## config.mk

```make
export PLATFORM = sky130hd
export DESIGN_NAME = exu_top
export DESIGN_NICKNAME = d
export VERILOG_FILES = /design/src/verilog/exu_pkg.sv /design/src/verilog/exu_alu.sv /design/src/verilog/exu_muldiv.sv /design/src/verilog/exu_stage_reg.sv /design/src/verilog/exu_top.sv /design/src/verilog/exu_writeback.sv
export SDC_FILE = /design/constraint.sdc
export NUM_CORES = 2
export LEC_CHECK = 0
export BUFFER_PORTS_ARGS = -buffer_cell sky130_fd_sc_hd__buf_2
export CORE_MARGIN = 4
export CORE_UTILIZATION = 69
export CTS_CLUSTER_SIZE = 40
export DETAILED_ROUTE_END_ITERATION = 7
export MAX_ROUTING_LAYER = met4
export PLACE_DENSITY = 0.89
export SYNTH_ARGS = -nofsm -noshare
export SYNTH_HDL_FRONTEND = slang
export SYNTH_SLANG_ARGS = --single-unit
```

## constraint.sdc

```tcl
create_clock -name clk -period 26 [get_ports clk]
set_clock_uncertainty 0.1 [all_clocks]
set_input_delay 0 -clock clk [delete_from_list [all_inputs] [get_ports clk]]
set_output_delay 0 -clock clk [all_outputs]
set_load 0.02 [all_outputs]
```

## src/verilog/exu_pkg.sv

```systemverilog
package exu_pkg;

    parameter int xlen      = 64;
    parameter int word_bits = 32;   // width of the *w forms

    typedef enum logic [4:0] {
        op_add, op_sub, op_sll, op_slt, op_sltu,
        op_xor, op_srl, op_sra, op_or, op_and,
        op_addw, op_subw, op_sllw, op_srlw, op_sraw,
        op_mul, op_mulw,
        op_div, op_divu, op_rem, op_remu,
        op_divw, op_divuw, op_remw, op_remuw
    } exu_op_e;

    typedef enum logic [1:0] {
        st_idle,
        st_busy,
        st_done
    } muldiv_state_e;

    function automatic logic is_muldiv_op(exu_op_e op);
        return op inside {op_mul, op_mulw, op_div, op_divu, op_rem, op_remu,
                          op_divw, op_divuw, op_remw, op_remuw};
    endfunction

    // 32-bit forms, result gets sign-extended from bit 31
    function automatic logic is_word_op(exu_op_e op);
        return op inside {op_addw, op_subw, op_sllw, op_srlw, op_sraw, op_mulw,
                          op_divw, op_divuw, op_remw, op_remuw};
    endfunction

    function automatic logic is_signed_div(exu_op_e op);
        return op inside {op_div, op_rem, op_divw, op_remw};
    endfunction

    function automatic logic is_rem_op(exu_op_e op);
        return op inside {op_rem, op_remu, op_remw, op_remuw};
    endfunction

endpackage

```

## src/verilog/exu_alu.sv

```systemverilog
module exu_alu import exu_pkg::*; (
    input  exu_op_e         ex_op,
    input  logic [xlen-1:0] ex_src_a,
    input  logic [xlen-1:0] ex_src_b,
    output logic [xlen-1:0] alu_result
);

    logic [word_bits-1:0] a_w;
    logic [word_bits-1:0] b_w;
    logic [word_bits-1:0] w_res;
    logic [5:0]           sh6;     // 64-bit shift amount
    logic [4:0]           sh5;     // word shift amount

    assign a_w = ex_src_a[word_bits-1:0];
    assign b_w = ex_src_b[word_bits-1:0];
    assign sh6 = ex_src_b[5:0];
    assign sh5 = ex_src_b[4:0];

    always_comb begin
        alu_result = '0;
        w_res      = '0;
        case (ex_op)
            op_add:  alu_result = ex_src_a + ex_src_b;
            op_sub:  alu_result = ex_src_a - ex_src_b;
            op_sll:  alu_result = ex_src_a << sh6;
            op_srl:  alu_result = ex_src_a >> sh6;
            op_sra:  alu_result = $signed(ex_src_a) >>> sh6;
            op_slt: begin
                alu_result = {{(xlen-1){1'b0}}, $signed(ex_src_a) < $signed(ex_src_b)};
            end
            op_sltu: alu_result = {{(xlen-1){1'b0}}, ex_src_a < ex_src_b};
            op_xor:  alu_result = ex_src_a ^ ex_src_b;
            op_or:   alu_result = ex_src_a | ex_src_b;
            op_and:  alu_result = ex_src_a & ex_src_b;
            op_addw: w_res = a_w + b_w;
            op_subw: w_res = a_w - b_w;
            op_sllw: w_res = a_w << sh5;
            op_srlw: w_res = a_w >> sh5;
            op_sraw: w_res = $signed(a_w) >>> sh5;
            default: ;                          // mul/div handled elsewhere
        endcase

        // raw word result, upper half filled in by the writeback
        if (is_word_op(ex_op)) begin
            alu_result = {{(xlen-word_bits){1'b0}}, w_res};
        end
    end

endmodule

```

## src/verilog/exu_muldiv.sv

```systemverilog
module exu_muldiv import exu_pkg::*; #(
    parameter int step_bits = 1
) (
    input  logic            clk,
    input  logic            rst_n,
    input  logic            flush,
    input  logic            ex_valid,
    input  exu_op_e         ex_op,
    input  logic [xlen-1:0] ex_src_a,
    input  logic [xlen-1:0] ex_src_b,
    input  logic            md_consume,
    output logic [xlen-1:0] md_result,
    output logic            md_done
);

    localparam int steps = xlen / step_bits;
    localparam int cnt_w = $clog2(steps + 1);

    muldiv_state_e    state;
    logic [cnt_w-1:0] cnt;
    logic             start;
    logic             sdiv;
    logic [xlen-1:0]  a_nar;
    logic [xlen-1:0]  b_nar;
    logic             a_neg;
    logic             b_neg;

    // acc is product or partial remainder, opa multiplicand or quotient, opb multiplier or divisor
    logic [xlen-1:0]  acc;
    logic [xlen-1:0]  opa;
    logic [xlen-1:0]  opb;
    logic             is_div_q;
    logic             is_rem_q;
    logic             dz_q;      // divide by zero
    logic             qneg_q;
    logic             rneg_q;

    logic [xlen-1:0]  acc_n;
    logic [xlen-1:0]  opa_n;
    logic [xlen-1:0]  opb_n;
    logic [xlen:0]    rem_sh;
    logic [xlen-1:0]  quo;
    logic [xlen-1:0]  rem;

    assign start = ex_valid && is_muldiv_op(ex_op) && (state == st_idle);
    assign sdiv  = is_signed_div(ex_op);

    always_comb begin
        a_nar = ex_src_a;
        b_nar = ex_src_b;
        if (is_word_op(ex_op)) begin
            a_nar = {{(xlen-word_bits){sdiv && ex_src_a[word_bits-1]}}, ex_src_a[word_bits-1:0]};
            b_nar = {{(xlen-word_bits){sdiv && ex_src_b[word_bits-1]}}, ex_src_b[word_bits-1:0]};
        end
    end

    assign a_neg = sdiv && a_nar[xlen-1];
    assign b_neg = sdiv && b_nar[xlen-1];

    // step_bits iterations per clock
    always_comb begin
        acc_n  = acc;
        opa_n  = opa;
        opb_n  = opb;
        rem_sh = '0;
        for (int i = 0; i < step_bits; i++) begin
            if (is_div_q) begin
                rem_sh = {acc_n, opa_n[xlen-1]};
                opa_n  = {opa_n[xlen-2:0], 1'b0};
                if (rem_sh >= {1'b0, opb_n}) begin    // restoring compare
                    rem_sh   = rem_sh - {1'b0, opb_n};
                    opa_n[0] = 1'b1;
                end
                acc_n = rem_sh[xlen-1:0];
            end else begin
                if (opb_n[0]) begin
                    acc_n = acc_n + opa_n;
                end
                opa_n = {opa_n[xlen-2:0], 1'b0};
                opb_n = {1'b0, opb_n[xlen-1:1]};
            end
        end
    end

    always_ff @(posedge clk) begin
        if (start) begin
            acc      <= '0;
            opa      <= a_neg ? -a_nar : a_nar;   // magnitude, mul ops are never negated
            opb      <= b_neg ? -b_nar : b_nar;
            is_div_q <= !(ex_op inside {op_mul, op_mulw});
            is_rem_q <= is_rem_op(ex_op);
            dz_q     <= (b_nar == '0);
            qneg_q   <= a_neg ^ b_neg;
            rneg_q   <= a_neg;                    // remainder follows the dividend
        end else if (state == st_busy) begin
            acc <= acc_n;
            opa <= opa_n;
            opb <= opb_n;
        end
    end

    always_ff @(posedge clk or negedge rst_n) begin
        if (!rst_n) begin
            state   <= st_idle;
            cnt     <= '0;
            md_done <= 1'b0;
        end else if (flush) begin
            state   <= st_idle;
            md_done <= 1'b0;
        end else begin
            case (state)
                st_idle: begin
                    if (start) begin
                        state <= st_busy;
                        cnt   <= '0;
                    end
                end
                st_busy: begin
                    if (cnt == cnt_w'(steps - 1)) begin
                        state   <= st_done;
                        md_done <= 1'b1;
                    end else begin
                        cnt <= cnt + 1'b1;
                    end
                end
                st_done: begin
                    if (md_consume) begin
                        state   <= st_idle;
                        md_done <= 1'b0;
                    end
                end
                default: state <= st_idle;
            endcase
        end
    end

    // -MIN / -1 needs no special case, the magnitude quotient already equals the dividend
    assign quo = dz_q ? '1 : (qneg_q ? -opa : opa);
    assign rem = rneg_q ? -acc : acc;     // for x/0 this gives back x

    always_comb begin
        if (!is_div_q) begin
            md_result = acc;
        end else if (is_rem_q) begin
            md_result = rem;
        end else begin
            md_result = quo;
        end
    end

    a_start_from_idle: assert property (@(posedge clk) disable iff (!rst_n)
        (state == st_busy) && !$past(state == st_busy) |-> $past(state == st_idle && start));

    a_done_flag: assert property (@(posedge clk) disable iff (!rst_n)
        md_done == (state == st_done));

endmodule

```

## src/verilog/exu_stage_reg.sv

```systemverilog
module exu_stage_reg import exu_pkg::*; (
    input  logic            clk,
    input  logic            rst_n,
    input  logic            flush,
    input  logic            advance,
    input  logic            in_valid,
    input  exu_op_e         in_op,
    input  logic [xlen-1:0] in_pc,
    input  logic [xlen-1:0] in_src_a,
    input  logic [xlen-1:0] in_src_b,
    output logic            ex_valid,
    output exu_op_e         ex_op,
    output logic [xlen-1:0] ex_pc,
    output logic [xlen-1:0] ex_src_a,
    output logic [xlen-1:0] ex_src_b
);

    logic load;

    assign load = advance && !flush;

    always_ff @(posedge clk or negedge rst_n) begin
        if (!rst_n) begin
            ex_valid <= 1'b0;
        end else if (flush) begin
            ex_valid <= 1'b0;   // held op is dropped
        end else if (load) begin
            ex_valid <= in_valid;
        end
    end

    // payload only moves on a load
    always_ff @(posedge clk) begin
        if (load) begin
            ex_op    <= in_op;
            ex_pc    <= in_pc;
            ex_src_a <= in_src_a;
            ex_src_b <= in_src_b;
        end
    end

    a_hold_when_stalled: assert property (@(posedge clk) disable iff (!rst_n)
        ex_valid && !advance |=> $stable(ex_op) && $stable(ex_pc)
                                 && $stable(ex_src_a) && $stable(ex_src_b));

endmodule

```

## src/verilog/exu_top.sv

```systemverilog
module exu_top import exu_pkg::*; #(
    parameter int step_bits = 1    // bits retired per cycle by mul/div
) (
    input  logic            clk,
    input  logic            rst_n,
    input  logic            flush,
    input  logic            in_valid,
    input  exu_op_e         in_op,
    input  logic [xlen-1:0] in_pc,
    input  logic [xlen-1:0] in_src_a,
    input  logic [xlen-1:0] in_src_b,
    input  logic            out_ready,
    output logic            in_ready,
    output logic            out_valid,
    output logic [xlen-1:0] out_pc,
    output logic [xlen-1:0] out_result
);

    logic            ex_valid;
    exu_op_e         ex_op;
    logic [xlen-1:0] ex_src_a;
    logic [xlen-1:0] ex_src_b;
    logic [xlen-1:0] alu_result;
    logic [xlen-1:0] md_result;
    logic            md_done;
    logic            md_consume;

    exu_stage_reg i_stage_reg (
        .clk      (clk),
        .rst_n    (rst_n),
        .flush    (flush),
        .advance  (in_ready),     // stage loads whenever upstream sees ready
        .in_valid (in_valid),
        .in_op    (in_op),
        .in_pc    (in_pc),
        .in_src_a (in_src_a),
        .in_src_b (in_src_b),
        .ex_valid (ex_valid),
        .ex_op    (ex_op),
        .ex_pc    (out_pc),       // pc only rides along as a tag
        .ex_src_a (ex_src_a),
        .ex_src_b (ex_src_b)
    );

    exu_alu i_alu (
        .ex_op      (ex_op),
        .ex_src_a   (ex_src_a),
        .ex_src_b   (ex_src_b),
        .alu_result (alu_result)
    );

    exu_muldiv #(
        .step_bits (step_bits)
    ) i_muldiv (
        .clk        (clk),
        .rst_n      (rst_n),
        .flush      (flush),
        .ex_valid   (ex_valid),
        .ex_op      (ex_op),
        .ex_src_a   (ex_src_a),
        .ex_src_b   (ex_src_b),
        .md_consume (md_consume),
        .md_result  (md_result),
        .md_done    (md_done)
    );

    exu_writeback i_writeback (
        .clk        (clk),
        .rst_n      (rst_n),
        .ex_valid   (ex_valid),
        .ex_op      (ex_op),
        .alu_result (alu_result),
        .md_result  (md_result),
        .md_done    (md_done),
        .out_ready  (out_ready),
        .flush      (flush),
        .out_valid  (out_valid),
        .out_result (out_result),
        .advance    (in_ready),
        .md_consume (md_consume)
    );

endmodule

```

## src/verilog/exu_writeback.sv

```systemverilog
module exu_writeback import exu_pkg::*; (
    input  logic            clk,
    input  logic            rst_n,
    input  logic            ex_valid,
    input  exu_op_e         ex_op,
    input  logic [xlen-1:0] alu_result,
    input  logic [xlen-1:0] md_result,
    input  logic            md_done,
    input  logic            out_ready,
    input  logic            flush,
    output logic            out_valid,
    output logic [xlen-1:0] out_result,
    output logic            advance,
    output logic            md_consume
);

    logic            md_op;
    logic            consume;
    logic [xlen-1:0] res;

    assign md_op = is_muldiv_op(ex_op);

    // mul/div results wait for the unit, everything else is ready at once
    assign out_valid = ex_valid && (!md_op || md_done);
    assign consume   = out_valid && out_ready;

    assign advance    = !flush && (!ex_valid || consume);
    assign md_consume = consume && md_op;

    assign res = md_op ? md_result : alu_result;

    always_comb begin
        if (is_word_op(ex_op)) begin
            out_result = {{(xlen-word_bits){res[word_bits-1]}}, res[word_bits-1:0]};
        end else begin
            out_result = res;
        end
    end

    // a freshly loaded mul/div op still has its busy cycles ahead
    a_no_early_md_valid: assert property (@(posedge clk) disable iff (!rst_n)
        advance |=> !(out_valid && md_op));

endmodule
```

==> results of run 1 <==
-- through the flow --
stage / hold slack, ps / cells / worst slack, ps
detailed placement: -214 / 8018 / 18750
global placement: -221 / 8018 / 19030
CTS: 1.08 / 8372 / 18010
floorplan: -396 / 7076 / 13490
-- cell families after synthesis --
logic type               Yosys count  synth area share, %
AO/OA/AOI/OAI                   2619                 30.9
adder cells (fa/ha/maj)          360                 8.49
XOR/XNOR                         350                 5.73
AND/OR/NAND/NOR                 2189                 18.7
multiplexers                     312                 8.59
buffers and inverters            841                 6.12
flip-flops                       405                 21.4
-- routing by layer --
layer	GRT overflow	track usage [%]
met1	7	73.1
met5	-	-
met4	59	64.3
met3	19	61.4
met2	39	86.8
-- what timing repair did --
action	in CTS
resized for setup	0
hold buffers	269
endpoints found under the hold margin	218
-- cell usage after synthesis (92+ instances only) --
cell	instances
a21o_1	139
a21oi_1	731
clkbuf_1	407
edfxtp_1	330
ha_1	355
inv_1	310
mux2i_1	146
mux4_2	112
nand2_1	726
nand3_1	118
nor2_1	691
nor3_1	160
o21ai_0	677
o31ai_1	92
xnor2_1	281
==> impl_metrics.csv, run 1 <==
group,metric,value,unit
synthesis,yosysSeqAreaShare,21.4,%
clocking,root_buffer,"clkbuf_16",
global_routing,grt_use_total,73.3,%
synthesis,ys_async_sr_fraction,2.72,%
floorplan,initial_core_util,70.1,%
clocking,clock_sinks,405,
synthesis,yosys.area.top_type,"edfxtp_1",
floorplan,pin_count,332,
floorplan,fp.dieW,286,um
synthesis,syn_inst,7076,
floorplan,row_count,101,
synthesis,synth_area_leaders,"edfxtp_1 (19%), ha_1 (8.3%), a21oi_1 (6.8%), o21ai_0 (6.3%), nand2_1 (5.1%)",
synthesis,synth_top_area_share,18.5,%
clocking,numCtsBuffers,46,
outcome,status,"aborted with a tool error",
synthesis,synth_warnings,0,
clocking,cts_buffer_depth,3,
placement,dp.final_hpwl,180000,um
outcome,first-error,"[ERROR GRT-0232] Routing congestion too high. Check the congestion heatmap in the GUI.",
synthesis,synthesis.nets,7638,
synthesis,synth_edf_count,330,
synthesis,ys.flop_type,"edfxtp_1",
placement,portBuffers,331,
synthesis,ys_seq_elements,405,
synthesis,netlist_area,0.0535,mm^2
placement,place.gp.congestion,1.48,
clocking,cts_setup_buffers,0,
global_routing,grt.overflow.total,124,
floorplan,die_y,286,um
synthesis,yosysUniqueCellTypes,107,
placement,place_area,0.0553,mm^2
global_routing,grt_max_degree,154,
synthesis,postSynthAreaPerCell,7.56,um^2
outcome,failing_step,"global routing",
clocking,htreeDepth,2,
==> run 2: changes to the inputs <==
--- a/config.mk
+++ b/config.mk
@@ -7,11 +7,9 @@
 export LEC_CHECK = 0
 export BUFFER_PORTS_ARGS = -buffer_cell sky130_fd_sc_hd__buf_2
 export CORE_MARGIN = 4
-export CORE_UTILIZATION = 69
-export CTS_CLUSTER_SIZE = 40
+export CORE_UTILIZATION = 40
 export DETAILED_ROUTE_END_ITERATION = 7
-export MAX_ROUTING_LAYER = met4
-export PLACE_DENSITY = 0.89
+export PLACE_DENSITY_LB_ADDON = 0.15
 export SYNTH_ARGS = -nofsm -noshare
 export SYNTH_HDL_FRONTEND = slang
 export SYNTH_SLANG_ARGS = --single-unit
==> run 2 against run 1 <==
  * The flow now finishes without violations
  * Area after synthesis unchanged
  * Synthesized cell count unchanged
==> impl_metrics.csv, run 2 <==
group,metric,value,unit
final_layout,synthToLayoutAreaGrowth,16.9,%
floorplan,fp.dieW,374,um
drt,vias_per_cell,6.72,
synthesis,postSynthAreaPerCell,7.56,um^2
synthesis,ys_seq_elements,405,
global_routing,grt_pass1_wl,434000,um
synthesis,synthesis.nets,7638,
final_layout,drive_gt1_share,11.4,%
worst_setup_path,path_delay_family,"simple AND/OR/NAND/NOR gates",
placement,place.gp.congestion,1.09,
worst_setup_path,crit_top_cell,"nand2_1",
synthesis,synth_compound_gate_area_share,30.9,%
worst_setup_path,crit_chain,"inv_1, ha_1, nand2_1, nor3_1, nand2_1, or4_1, nor3_1, nand3_1, nand2_1, xnor2_1, ha_1, a21o_1, a21o_1, a21oi_1, o21ai_0, a21oi_1, nor4_1, o211a_1, o31ai_2, nand2b_1, buf_4, a22oi_1, buf_2",
clocking,clock_latency,690,ps
worst_setup_path,crit_type,"flip-flop to output pin",
final_layout,fin_nets,8068,
clocking,cts_tree,"built",
clocking,cts-hold-fix-buffers,398,
global_routing,grt_use_total,42.2,%
clocking,htreeDepth,2,
floorplan,coreArea,0.132,mm^2
outcome,status,"completed",
floorplan,pin_count,332,
clocking,cts_buffer_depth,3,
global_routing,grt_busiest_layer,"met2",
worst_setup_path,worst-path-buf-inv,3,
drt,finalWirelength,311000,um
worst_setup_path,cp-end-kind,"output pin",
synthesis,synth_top_area_share,18.5,%
floorplan,die_area,0.140,mm^2
drt,wl_per_cell,33.4,um
clocking,ctsResizeCount,0,
synthesis,ys_async_sr_fraction,2.72,%
power,power.total,3.82,mW
floorplan,initial_core_util,40.5,%
clocking,root_buffer,"clkbuf_16",
drt,drc_errors,0,
synthesis,synthMuxAreaShare,8.59,%
synthesis,ys.flop_type,"edfxtp_1",
global_routing,grt_max_degree,154,
clocking,numCtsBuffers,53,
timing,tightest_slew,1450,ps
synthesis,yosysSeqAreaShare,21.4,%
floorplan,row_count,133,
timing,post-route-period-util,31.0,%
global_routing,grt_util_met3,14.3,%
timing,setup_violations,0,
worst_setup_path,critPathMaxStageDelay,670,ps
synthesis,synth_area_leaders,"edfxtp_1 (19%), ha_1 (8.3%), a21oi_1 (6.8%), o21ai_0 (6.3%), nand2_1 (5.1%)",
synthesis,netlist_area,0.0535,mm^2
synthesis,synth_top_family_by_area,"compound AO/OA/AOI/OAI gates",
synthesis,yosysMostFrequentCell,"a21oi_1",
timing,fmax,0.124,GHz
clocking,cts_setup_buffers,0,
worst_setup_path,arrival,7960,ps
synthesis,synth_commonest_cells,"a21oi_1 (731), nand2_1 (726), nor2_1 (691), o21ai_0 (677), clkbuf_1 (407)",
final_layout,seqCellArea,0.0115,mm^2
placement,dp.final_hpwl,241000,um
run,cap_violations,0,
global_routing,grt_pass1_vias,58532,
synthesis,synth_warnings,0,
synthesis,synthAdderAreaFrac,8.49,%
timing,slew_headroom,2.44,%
global_routing,gr-usage-met1,55.8,%
timing,timing.final.hold_violations,0,
timing,setup_tns,0,ps
global_routing,antenna_found_initial,31,
clocking,path_clk_slew,60,ps
synthesis,yosys.area.top_type,"edfxtp_1",
drt,initialDrtViolationCount,9748,
synthesis,synthXorXnorAreaFrac,5.73,%
clocking,clock_sinks,405,
global_routing,grt.overflow.total,0,
worst_setup_path,required,25900,ps
timing,drv_slew,0,
drt,detail-route-antenna-nets,0,
final_layout,final_common_cell,"a21oi_1",
worst_setup_path,critical_path_peak_fanout,17,
placement,portBuffers,331,
final_layout,layout_common_cells,"a21oi_1 (729), nand2_1 (722), nor2_1 (685)",
power,p_per_area,61.1,mW/mm^2
floorplan,die_y,374,um
global_routing,met2_usage,60.9,%
timing,rsz0062_at_grt,"false",
final_layout,fill_cells,13308,
drt,vias,62577,
drt,first_pass_iters,6,
synthesis,synthSimpleGateAreaFrac,18.7,%
power,leakage,24.6,nW
worst_setup_path,cpMaxStageDelayCell,"inv_1",
synthesis,yosysUniqueCellTypes,107,
power,max-vdd-ir-drop,0.0560,mV
synthesis,syn_inst,7076,
timing,min_period,8060,ps
hold_path,min_path_type,"primary input to flip-flop",
worst_setup_path,cp-start-kind,"flip-flop",
final_layout,multi_input_area,0.0389,mm^2
synthesis,synth_edf_count,330,
[run 2: per-stage QoR]
| step | utilization [%] | setup WS (ps) | hold WS (ps) | cells | cell area, um^2 |
|---|---|---|---|---|---|
| CTS | 47.3 | 18130 | 1.73 | 9301 | 62500 |
| detailed placement | 43.0 | 18910 | -202 | 8807 | 56800 |
| global route | 47.3 | 17570 | 41.1 | 9302 | 62500 |
| global placement | 43.0 | 19080 | -209 | 8807 | 56800 |
| finish | 47.3 | 17940 | 32.1 | 9309 | 62500 |
| floorplan | - | 13490 | -396 | 7076 | 53500 |
[run 2: layout make-up]
type                    count  area share [%]
diodes                      7          0.0280
multi-input cells        5830            62.3
clock inverters            30           0.512
flip-flops and latches    405            18.3
clock buffers              66            2.26
repair buffers            899            11.2
inverters                 317            1.91
well taps                1755            3.51
[run 2: path summary, 6_finish.rpt]
path / start / end / slack (ps) / depth (start not counted)
worst max-delay path: i_stage_reg.ex_src_b[1] / out_result[50] / 17940 / 23
worst min-delay path: flush / i_muldiv.md_done / 30 / 3
worst max register to register: i_stage_reg.ex_op[2] / i_muldiv.opb[36] / 20040 / 10
worst min register to register: i_muldiv.cnt[6] / i_muldiv.cnt[6] / 410 / 1
max in group asynchronous: rst_n / i_stage_reg.ex_valid / 25070 / 3
min in group asynchronous: rst_n / i_muldiv.cnt[1] / 340 / 3
[run 2: cell families after synthesis]
kind of cell | Yosys count
AO/OA/AOI/OAI | 2619
XOR/XNOR | 350
adder cells (fa/ha/maj) | 360
buffers and inverters | 841
flip-flops | 405
multiplexers | 312
AND/OR/NAND/NOR | 2189
[run 2: per-layer routing]
metal / share of wire [%] / vias to the layer above
met5: 0.063 / -
met4: 6.1 / 30
met3: 13 / 786
met2: 41 / 4089
met1: 40 / 30373
li1: - / 27299
[run 2: power by group]
| part | switching (mW) | internal, mW |
|---|---|---|
| clock | 0.325 | 0.436 |
| sequential | 0.165 | 0.784 |
| combinational | 1.35 | 0.758 |
| total | 1.84 | 1.98 |
[run 2: worst min-delay path, cell delays in order]
cell           delay (ps)
dlygate4sd3_1         520
buf_2                 170
a211oi_1               60
Note: power is estimated with default switching activity, not from simulation.
